`src/pic_pkg.sv`:
```
// Shared definitions for the programmable interrupt controller.
// Bus and level widths, reset values, command word bit positions
// and level encoding helpers.

`default_nettype none

package pic_pkg;

    localparam int num_levels  = 8;
    localparam int data_width  = 8;
    localparam int level_width = 3;

    // All lines masked out of reset
    localparam logic [num_levels-1:0] mask_reset_value = 8'hff;

    // ICW1
    localparam int icw1_bit_ic4  = 0;
    localparam int icw1_bit_sngl = 1;
    localparam int icw1_bit_ltim = 3;
    localparam int icw1_flag_bit = 4;

    // OCW2
    localparam int ocw2_level_lsb     = 0;
    localparam int ocw2_eoi_field_lsb = 5;
    localparam logic [1:0] ocw2_nonspecific_eoi = 2'b01;
    localparam logic [1:0] ocw2_specific_eoi    = 2'b11;

    localparam int icw4_bit_aeoi = 1;
    localparam int ocw_flag_bit  = 3;

    // ICW2 bits 7..3 form the upper vector bits
    localparam int vector_base_lsb = 3;

    function automatic logic [num_levels-1:0] level_to_onehot(input logic [level_width-1:0] level);
        logic [num_levels-1:0] onehot;
        onehot = '0;
        onehot[level] = 1'b1;
        return onehot;
    endfunction

    function automatic logic [level_width-1:0] onehot_to_level(input logic [num_levels-1:0] onehot);
        logic [level_width-1:0] level;
        level = '0;
        for (int i = 0; i < num_levels; i++) begin
            if (onehot[i])
                level = level_width'(i);
        end
        return level;
    endfunction

endpackage

`default_nettype wire
```
`src/pic_top.sv`:
```
// Programmable interrupt controller top level.
// Connects the command registers, eight interrupt channels, the
// priority resolver and the acknowledge sequencer.

`timescale 1ns/10ps
`default_nettype none

module pic_top (
    input  wire logic                           clock,
    input  wire logic                           reset,
    input  wire logic                           write_enable,
    input  wire logic                           read_enable,
    input  wire logic                           address,
    input  wire logic [pic_pkg::data_width-1:0] data_in,
    input  wire logic [pic_pkg::num_levels-1:0] interrupt_request,
    input  wire logic                           interrupt_acknowledge_n,
    output logic [pic_pkg::data_width-1:0]      data_out,
    output logic                                data_out_enable,
    output logic                                interrupt_to_cpu
);

    logic                                    level_triggered;
    logic [pic_pkg::num_levels-1:0]          interrupt_mask;
    logic [pic_pkg::data_width-pic_pkg::vector_base_lsb-1:0] vector_base;
    logic [pic_pkg::num_levels-1:0]          end_of_interrupt;
    logic [pic_pkg::data_width-1:0]          register_data;
    logic [pic_pkg::num_levels-1:0]          request;
    logic [pic_pkg::num_levels-1:0]          in_service;
    logic [pic_pkg::num_levels-1:0]          interrupt;
    logic [pic_pkg::num_levels-1:0]          highest_in_service;
    logic [pic_pkg::num_levels-1:0]          latch_in_service;
    logic                                    ack_done;
    logic [pic_pkg::num_levels-1:0]          acknowledged_level;

    pic_command_regs i_command_regs (
        .clock              (clock),
        .reset              (reset),
        .write_enable       (write_enable),
        .address            (address),
        .data_in            (data_in),
        .read_enable        (read_enable),
        .request            (request),
        .highest_in_service (highest_in_service),
        .ack_done           (ack_done),
        .acknowledged_level (acknowledged_level),
        .level_triggered    (level_triggered),
        .interrupt_mask     (interrupt_mask),
        .vector_base        (vector_base),
        .end_of_interrupt   (end_of_interrupt),
        .register_data      (register_data)
    );

    for (genvar i = 0; i < pic_pkg::num_levels; i++) begin : g_channel
        pic_irq_channel i_channel (
            .clock            (clock),
            .reset            (reset),
            .irq              (interrupt_request[i]),
            .level_triggered  (level_triggered),
            .latch_in_service (latch_in_service[i]),
            .end_of_interrupt (end_of_interrupt[i]),
            .request          (request[i]),
            .in_service       (in_service[i])
        );
    end

    pic_priority_resolver i_resolver (
        .request            (request),
        .interrupt_mask     (interrupt_mask),
        .in_service         (in_service),
        .interrupt          (interrupt),
        .highest_in_service (highest_in_service)
    );

    // Sequencer also owns the read mux
    pic_ack_sequencer i_ack_sequencer (
        .clock                   (clock),
        .reset                   (reset),
        .interrupt               (interrupt),
        .interrupt_acknowledge_n (interrupt_acknowledge_n),
        .vector_base             (vector_base),
        .register_data           (register_data),
        .read_enable             (read_enable),
        .interrupt_to_cpu        (interrupt_to_cpu),
        .latch_in_service        (latch_in_service),
        .ack_done                (ack_done),
        .acknowledged_level      (acknowledged_level),
        .vector_data             (data_out),
        .vector_enable           (data_out_enable)
    );

endmodule

`default_nettype wire

```
`src/pic_ack_sequencer.sv`:
```
// Interrupt acknowledge sequencer.
// Raises INT, follows the two INTA pulses, latches the winner into
// service and drives the vector, or register data on reads.

`timescale 1ns/10ps
`default_nettype none

module pic_ack_sequencer (
    input  wire logic                                clock,
    input  wire logic                                reset,
    input  wire logic [pic_pkg::num_levels-1:0]      interrupt,
    input  wire logic                                interrupt_acknowledge_n,
    input  wire logic [pic_pkg::data_width-pic_pkg::vector_base_lsb-1:0] vector_base,
    input  wire logic [pic_pkg::data_width-1:0]      register_data,
    input  wire logic                                read_enable,
    output logic                                     interrupt_to_cpu,
    output logic [pic_pkg::num_levels-1:0]           latch_in_service,
    output logic                                     ack_done,
    output logic [pic_pkg::num_levels-1:0]           acknowledged_level,
    output logic [pic_pkg::data_width-1:0]           vector_data,
    output logic                                     vector_enable
);

    typedef enum logic [1:0] {st_idle, st_wait_ack, st_ack1, st_ack2} ack_state_t;

    ack_state_t state;
    ack_state_t state_next;

    logic inta_sync;
    logic inta_prev;
    logic inta_fall;
    logic inta_rise;
    logic vector_drive;

    always_ff @(posedge clock) begin
        if (reset) begin
            inta_sync <= 1'b1;
            inta_prev <= 1'b1;
        end else begin
            inta_sync <= interrupt_acknowledge_n;
            inta_prev <= inta_sync;
        end
    end

    assign inta_fall = inta_prev && !inta_sync;
    assign inta_rise = !inta_prev && inta_sync;

    always_comb begin
        state_next = state;
        case (state)
            st_idle: begin
                if (interrupt != '0)
                    state_next = st_wait_ack;
            end
            st_wait_ack: begin
                // Request withdrawn before the CPU answered
                if (interrupt == '0)
                    state_next = st_idle;
                else if (inta_fall)
                    state_next = st_ack1;
            end
            st_ack1: begin
                if (inta_rise)
                    state_next = st_ack2;
            end
            default: begin
                if (inta_rise)
                    state_next = st_idle;
            end
        endcase
    end

    assign latch_in_service = (state == st_wait_ack && inta_fall) ? interrupt : '0;
    assign ack_done         = (state == st_ack2) && inta_rise;

    always_ff @(posedge clock) begin
        if (reset) begin
            state            <= st_idle;
            interrupt_to_cpu <= 1'b0;
        end else begin
            state            <= state_next;
            interrupt_to_cpu <= (state_next != st_idle);
        end
    end

    always_ff @(posedge clock) begin
        if (latch_in_service != '0)
            acknowledged_level <= latch_in_service;
    end

    // Vector only while the second pulse is low
    assign vector_drive = (state == st_ack2) && !interrupt_acknowledge_n;

    always_comb begin
        if (vector_drive)
            vector_data = {vector_base, pic_pkg::onehot_to_level(acknowledged_level)};
        else
            vector_data = register_data;
    end

    assign vector_enable = vector_drive || read_enable;

    assert property (@(posedge clock) disable iff (reset)
        vector_drive |-> $onehot(acknowledged_level))
        else $error("vector driven without a single acknowledged level");

endmodule

`default_nettype wire

```
`src/pic_priority_resolver.sv`:
```
// Fixed priority resolver, IR0 highest.
// Grants the highest unmasked request that outranks every level
// currently in service.

`timescale 1ns/10ps
`default_nettype none

module pic_priority_resolver (
    input  wire logic [pic_pkg::num_levels-1:0] request,
    input  wire logic [pic_pkg::num_levels-1:0] interrupt_mask,
    input  wire logic [pic_pkg::num_levels-1:0] in_service,
    output logic [pic_pkg::num_levels-1:0]      interrupt,
    output logic [pic_pkg::num_levels-1:0]      highest_in_service
);

    logic [pic_pkg::num_levels-1:0] unmasked;
    logic [pic_pkg::num_levels-1:0] outranks;
    logic [pic_pkg::num_levels-1:0] eligible;

    assign unmasked = request & ~interrupt_mask;

    // Lowest set bit of in_service
    assign highest_in_service = in_service & -in_service;

    // Levels numbered below every in-service level, all when none is
    assign outranks = ~(in_service | -in_service);
    assign eligible = unmasked & outranks;

    // Lowest eligible level wins
    assign interrupt = eligible & -eligible;

    always_comb begin
        assert final ($onehot0(interrupt))
            else $error("more than one grant");
    end

endmodule

`default_nettype wire

```
`src/pic_irq_channel.sv`:
```
// Interrupt line channel.
// Edge or level trigger detection, the request bit and the
// in-service bit of one line.

`timescale 1ns/10ps
`default_nettype none

module pic_irq_channel (
    input  wire logic clock,
    input  wire logic reset,
    input  wire logic irq,
    input  wire logic level_triggered,
    input  wire logic latch_in_service,
    input  wire logic end_of_interrupt,
    output logic      request,
    output logic      in_service
);

    logic irq_sync;
    logic irq_prev;
    logic edge_request;

    always_ff @(posedge clock) begin
        if (reset) begin
            irq_sync <= 1'b0;
            irq_prev <= 1'b0;
        end else begin
            irq_sync <= irq;
            irq_prev <= irq_sync;
        end
    end

    // New edge wins over a clear in the same cycle
    always_ff @(posedge clock) begin
        if (reset)
            edge_request <= 1'b0;
        else if (irq_sync && !irq_prev)
            edge_request <= 1'b1;
        else if (latch_in_service)
            edge_request <= 1'b0;
    end

    assign request = level_triggered ? irq_sync : edge_request;

    always_ff @(posedge clock) begin
        if (reset)
            in_service <= 1'b0;
        else if (latch_in_service)
            in_service <= 1'b1;
        else if (end_of_interrupt)
            in_service <= 1'b0;
    end

    assert property (@(posedge clock) disable iff (reset)
        !(latch_in_service && end_of_interrupt))
        else $error("latch and EOI on the same line");

endmodule

`default_nettype wire

```
`src/pic_command_regs.sv`:
```
// Command register block.
// Decodes host writes, runs the ICW1/ICW2/ICW4 sequence, holds the
// configuration and mask, and issues end-of-interrupt pulses.

`timescale 1ns/10ps
`default_nettype none

module pic_command_regs (
    input  wire logic                                clock,
    input  wire logic                                reset,
    input  wire logic                                write_enable,
    input  wire logic                                address,
    input  wire logic [pic_pkg::data_width-1:0]      data_in,
    input  wire logic                                read_enable,
    input  wire logic [pic_pkg::num_levels-1:0]      request,
    input  wire logic [pic_pkg::num_levels-1:0]      highest_in_service,
    input  wire logic                                ack_done,
    input  wire logic [pic_pkg::num_levels-1:0]      acknowledged_level,
    output logic                                     level_triggered,
    output logic [pic_pkg::num_levels-1:0]           interrupt_mask,
    output logic [pic_pkg::data_width-pic_pkg::vector_base_lsb-1:0] vector_base,
    output logic [pic_pkg::num_levels-1:0]           end_of_interrupt,
    output logic [pic_pkg::data_width-1:0]           register_data
);

    typedef enum logic [1:0] {st_ready, st_wait_icw2, st_wait_icw4} init_state_t;

    init_state_t state;

    logic single_mode;
    logic icw4_needed;
    logic auto_eoi;
    logic icw1_write;
    logic ocw2_write;
    logic addr1_write;
    logic [pic_pkg::num_levels-1:0] eoi_next;

    assign icw1_write  = write_enable && !address && data_in[pic_pkg::icw1_flag_bit];
    assign ocw2_write  = write_enable && !address && (state == st_ready)
                         && !data_in[pic_pkg::icw1_flag_bit] && !data_in[pic_pkg::ocw_flag_bit];
    assign addr1_write = write_enable && address;

    always_ff @(posedge clock) begin
        if (reset) begin
            state           <= st_ready;
            level_triggered <= 1'b0;
            single_mode     <= 1'b1;
            icw4_needed     <= 1'b0;
            auto_eoi        <= 1'b0;
            vector_base     <= '0;
            interrupt_mask  <= pic_pkg::mask_reset_value;
        end else if (icw1_write) begin
            // Restart initialization
            state           <= st_wait_icw2;
            level_triggered <= data_in[pic_pkg::icw1_bit_ltim];
            single_mode     <= data_in[pic_pkg::icw1_bit_sngl];
            icw4_needed     <= data_in[pic_pkg::icw1_bit_ic4];
            auto_eoi        <= 1'b0;
            interrupt_mask  <= '0;
        end else if (addr1_write) begin
            case (state)
                st_wait_icw2: begin
                    vector_base <= data_in[pic_pkg::data_width-1:pic_pkg::vector_base_lsb];
                    state       <= icw4_needed ? st_wait_icw4 : st_ready;
                end
                st_wait_icw4: begin
                    auto_eoi <= data_in[pic_pkg::icw4_bit_aeoi];
                    state    <= st_ready;
                end
                default: begin
                    // OCW1
                    interrupt_mask <= data_in;
                end
            endcase
        end
    end

    // EOI source select, AEOI merged in at the end of acknowledge
    always_comb begin
        eoi_next = '0;
        if (ocw2_write) begin
            case (data_in[pic_pkg::ocw2_eoi_field_lsb +: 2])
                pic_pkg::ocw2_nonspecific_eoi: eoi_next = highest_in_service;
                pic_pkg::ocw2_specific_eoi:
                    eoi_next = pic_pkg::level_to_onehot(
                        data_in[pic_pkg::ocw2_level_lsb +: pic_pkg::level_width]);
                default: eoi_next = '0;
            endcase
        end
        if (auto_eoi && ack_done)
            eoi_next = eoi_next | acknowledged_level;
    end

    always_ff @(posedge clock) begin
        if (reset)
            end_of_interrupt <= '0;
        else
            end_of_interrupt <= eoi_next;
    end

    // IRR at address 0, IMR at address 1
    assign register_data = !read_enable ? '0 : (address ? interrupt_mask : request);

    assert property (@(posedge clock) reset |-> !write_enable)
        else $error("write strobe during reset");

    // Only single mode is built, cascade setup is a host error
    assert property (@(posedge clock) disable iff (reset) (state == st_ready) |-> single_mode)
        else $error("cascade mode programmed");

endmodule

`default_nettype wire

```
`config.mk`:
```
export PLATFORM = sky130hd
export DESIGN_NAME = pic_top
export DESIGN_NICKNAME = d
export VERILOG_FILES = /design/src/pic_pkg.sv /design/src/pic_top.sv /design/src/pic_ack_sequencer.sv /design/src/pic_priority_resolver.sv /design/src/pic_irq_channel.sv /design/src/pic_command_regs.sv
export SDC_FILE = /design/constraint.sdc
export NUM_CORES = 1
export LEC_CHECK = 0
export BUFFER_PORTS_ARGS = -buffer_cell sky130_fd_sc_hd__buf_2
export CAP_MARGIN = 20
export CORE_UTILIZATION = 55
export DETAILED_ROUTE_END_ITERATION = 7
export PLACE_DENSITY_LB_ADDON = 0.3
export REMOVE_ABC_BUFFERS = 1
export SLEW_MARGIN = 20
export SYNTH_ARGS = -nofsm -noshare
export SYNTH_HDL_FRONTEND = slang
export SYNTH_SLANG_ARGS = --single-unit
```
`constraint.sdc`:
```
create_clock -name clock -period 2.3 [get_ports clock]
set_input_delay 0.46 -clock clock [delete_from_list [all_inputs] [get_ports clock]]
set_output_delay 0.46 -clock clock [all_outputs]
set_load 0.005 [all_outputs]
```
==> results by group <==
Drt
  • DRC: 0
  • First-pass detailed-route iteration total: 5
  • DR iter-0 viols: 215
  • DR vias/cell: 5.79
  • Via Count: 2,647
  • Per-cell routed wire length: 16.3 um
  • Total Wirelength: 7460 um
  • Antenna Nets Post-Route: 0

Timing
  • Final Hold Fails: 0
  • Final Cycle Share: 95.2%
  • Min setup slack post-route: 0.110 ns
  • Final min period: 2.19 ns
  • Hold Slack: 0.313 ns
  • Worst clock skew: 0.00705 ns
  • Peak Freq: 457 MHz
  • Final setup TNS: 0 ns
  • Relative slew slack: 52.8%
  • Final setup fails: 0
  • Worst Tran Pin Value: 0.709 ns
  • Unrepaired setup endpoints after global routing: false
  • Max Slew Vio Count: 0

Worst setup path
  • Crit path DAT: 1.73 ns
  • Worst setup EP type: output port
  • Crit path launch type: flip-flop
  • Critical path required time: 1.84 ns
  • CP Class: flip-flop to output port
  • Max FO, Critical Path: 5

Floorplan
  • Die width: 77.9 um
  • I/O pins: 32
  • Die Y: 77.9 um
  • Die ar.: 6070 um2
  • Rows: 27
  • Core area: 5540 um2
  • Starting density of the core: 57.2%

Layout
  • Share of layout cells above drive strength 1: 21.3%
  • Post-route cell area: 3690 um2
  • Area growth, synth to finish: 16.4%
  • Antenna cell count: 0
  • Finished Layout Cells: 457
  • Fill cells: 470
  • Final Net Count: 405

Placed design
  • Pre-CTS setup slack: 0.0540 ns
  • Post-DP HPWL: 5390 um
  • Inst Count DP: 441
  • Gpl congestion: 0.953
  • Number of port buffers: 31
  • Post-Place Cell Area: 3450 um2

Clock network
  • Clock Root Buffer: clkbuf_8
  • Bufs on Longest Clock Path: 2
  • Sink Count: 71
  • CTS buffer count: 9
  • CTS tree: built
  • H-tree depth: 3
  • Clock slew at reported path FFs: 0.08 ns
  • Clk_lat worst skew: 0.35 ns

Yosys
  • Top post-synthesis cells by count: dfxtp_1, nor2_1, nor2b_1
  • Compound-Gate Fraction of Synth Area: 18.0%
  • Post-synth ARST share: 0%
  • Synth Cell Area: 3170 um2
  • Part of the Yosys area used for sequential elements: 47.4%
  • Ys Warns: 0
  • Number of synthesized flops with an enable pin: 8
  • Average size of a mapped cell: 9.34 um2
  • Area share of xor/xnor cells in the synthesized design: 0%
  • Top_reg_cell synth: dfxtp_1
  • Mux contribution to synthesized area: 4.78%
  • Ranking of synthesized cells by area: dfxtp_1, edfxtp_1, nor2b_1
  • FF+latch count, synth: 71
  • Yosys top cell area share: 39.8%
  • Yosys top cell by area: dfxtp_1
  • Post-Synth Simple-Gate Area: 25.3%
  • Largest family of logic cells by synthesized area: simple AND/OR/NAND/NOR gates
  • Synth Instances: 339
  • Adder-cell area share of the yosys netlist: 1.19%
  • Count of cell types in the netlist: 55
  • Cell with the most instances after synthesis: dfxtp_1

Power and ir drop
  • Power per Cell Area: 726 nW/um2
  • Clock power share: 40.8%
  • Logic pwr share: 9.4%
  • Sw Pwr: 657 uW
  • Flop pwr share: 49.8%
  • IR Drop Worst-Case VDD: 0.000475 V
  • Sw frac: 24.6%
  • Internal Power: 2020 uW
  • Static Leak: 0.00147 uW

Status
  • Status: finished, final reports clean

Global routing
  • GR Overflow Total: 0
  • Gr usage total: 26.8%
  • Vias in the first global route: 2,404
  • First-pass GRT wire length: 12,000 um
  • Initial antenna violation count: 0
  • Largest net degree at the start of global routing: 40

Worst hold path
  • Min-delay worst type: input port to flip-flop

Flow run
  • Max Cap Viol: 0
[stage by stage]
step	utilization, %	total power, uW
after global placement	62.3	1600
after floorplan	-	1490
after CTS	66.3	2690
after global routing	66.6	2780
after detailed placement	62.3	1600
final	66.6	2680
[routing by layer]
metal | global-route usage, % | routed length (um) | up-vias
met1 | 36.4 | 3360 | 1226
met2 | 39.5 | 3350 | 109
met5 | 0 | 0 | -
met3 | 5.29 | 469 | 28
li1 | - | - | 1284
met4 | 15.8 | 282 | 0
[worst paths after layout]
path	to	depth (start not counted)	slack, ns	startpoint
min reg2reg	g_channel[7].i_channel.edge_request	2	0.47	g_channel[7].i_channel.irq_prev
max reg2reg	i_ack_sequencer.acknowledged_level[1]	5	0.20	i_command_regs.level_triggered
min	g_channel[1].i_channel.irq_sync	2	0.31	interrupt_request[1]
max	data_out[1]	6	0.11	i_command_regs.level_triggered
[kinds of logic (layout without fill, tap and decap cells)]
group | count (synthesis) | count (layout)
and+or+nand+nor | 146 | 146
AOI/OAI and AO/OA | 77 | 77
DFF | 71 | 71
buffers and inverters | 27 | 73
muxes | 15 | 15
adders and majority gates | 3 | 3
[cell type report]
| type | instances | area (um2) | share of cell area, % |
|---|---|---|---|
| well taps | 72 | 90.1 | 2.44 |
| clock inverters | 7 | 96.3 | 2.61 |
| flip-flops and latches | 71 | 1500 | 40.8 |
| repair buffers | 43 | 245 | 6.65 |
| multi-input cells | 241 | 1580 | 42.7 |
| clock buffers | 9 | 124 | 3.36 |
| inverters | 14 | 52.6 | 1.43 |
[cells in the final DEF, fill, tap and decap left out, types with 3 or more instances in the layout]
cell type   Yosys  final
mux2i_2         0      3
a32o_1          4      4
o21ai_0        10     10
a221o_1         7      7
a22oi_1         7      7
or2_2           3      3
nor4_1          3      3
buf_4           1     12
nor3b_1         3      3
nand2b_1        9      9
nor3_1          6      6
inv_1          14     14
nand2_1        24     24
clkinvlp_4      0      3
nor2b_1        27     27
a21oi_1        26     26
mux2i_1        14     11
dfxtp_1        63     61
ha_1            3      3
buf_2           0     31
nor2_1         42     42
edfxtp_1        8      8
and2_1          7      7
o2bb2ai_1       3      3
clkbuf_8        0      9
nor4_2          3      3
nand3_1         5      5
[worst max-delay path, stage by stage, from the launching register on]
cell	delay [ns]
dfxtp_2	0.44
buf_4	0.16
mux2i_2	0.28
o21ai_0	0.11
a21oi_1	0.16
a31oi_1	0.08
buf_2	0.15
[sequential cells by signal, summed over array words and instances, names as in the netlist, 2 cells and up]
signal and count:
g_channel.i_channel.irq_prev 8, i_ack_sequencer.state 2, i_command_regs.interrupt_mask 8, g_channel.i_channel.edge_request 8, i_command_regs.vector_base 5, g_channel.i_channel.irq_sync 8, i_command_regs.end_of_interrupt 8, i_ack_sequencer.acknowledged_level 8
g_channel.i_channel.in_service 8, i_command_regs.state 2
[power by group through the flow]
stage                     Clock, uW  Combinational, uW  Sequential (uW)
after CTS                      1110                248             1330
final                          1090                252             1330
after global routing           1170                276             1340
after floorplan                   0                139             1350
after detailed placement          0                245             1360
after global placement            0                239             1360
[repair_timing]
action / 4_1_cts / 5_1_grt
buffers inserted: 0 / 0
endpoints found under the setup margin: 10 / 8
gates resized for setup: 2 / 4
hold buffers: 0 / 0
Power figures use the tool's default switching activity.
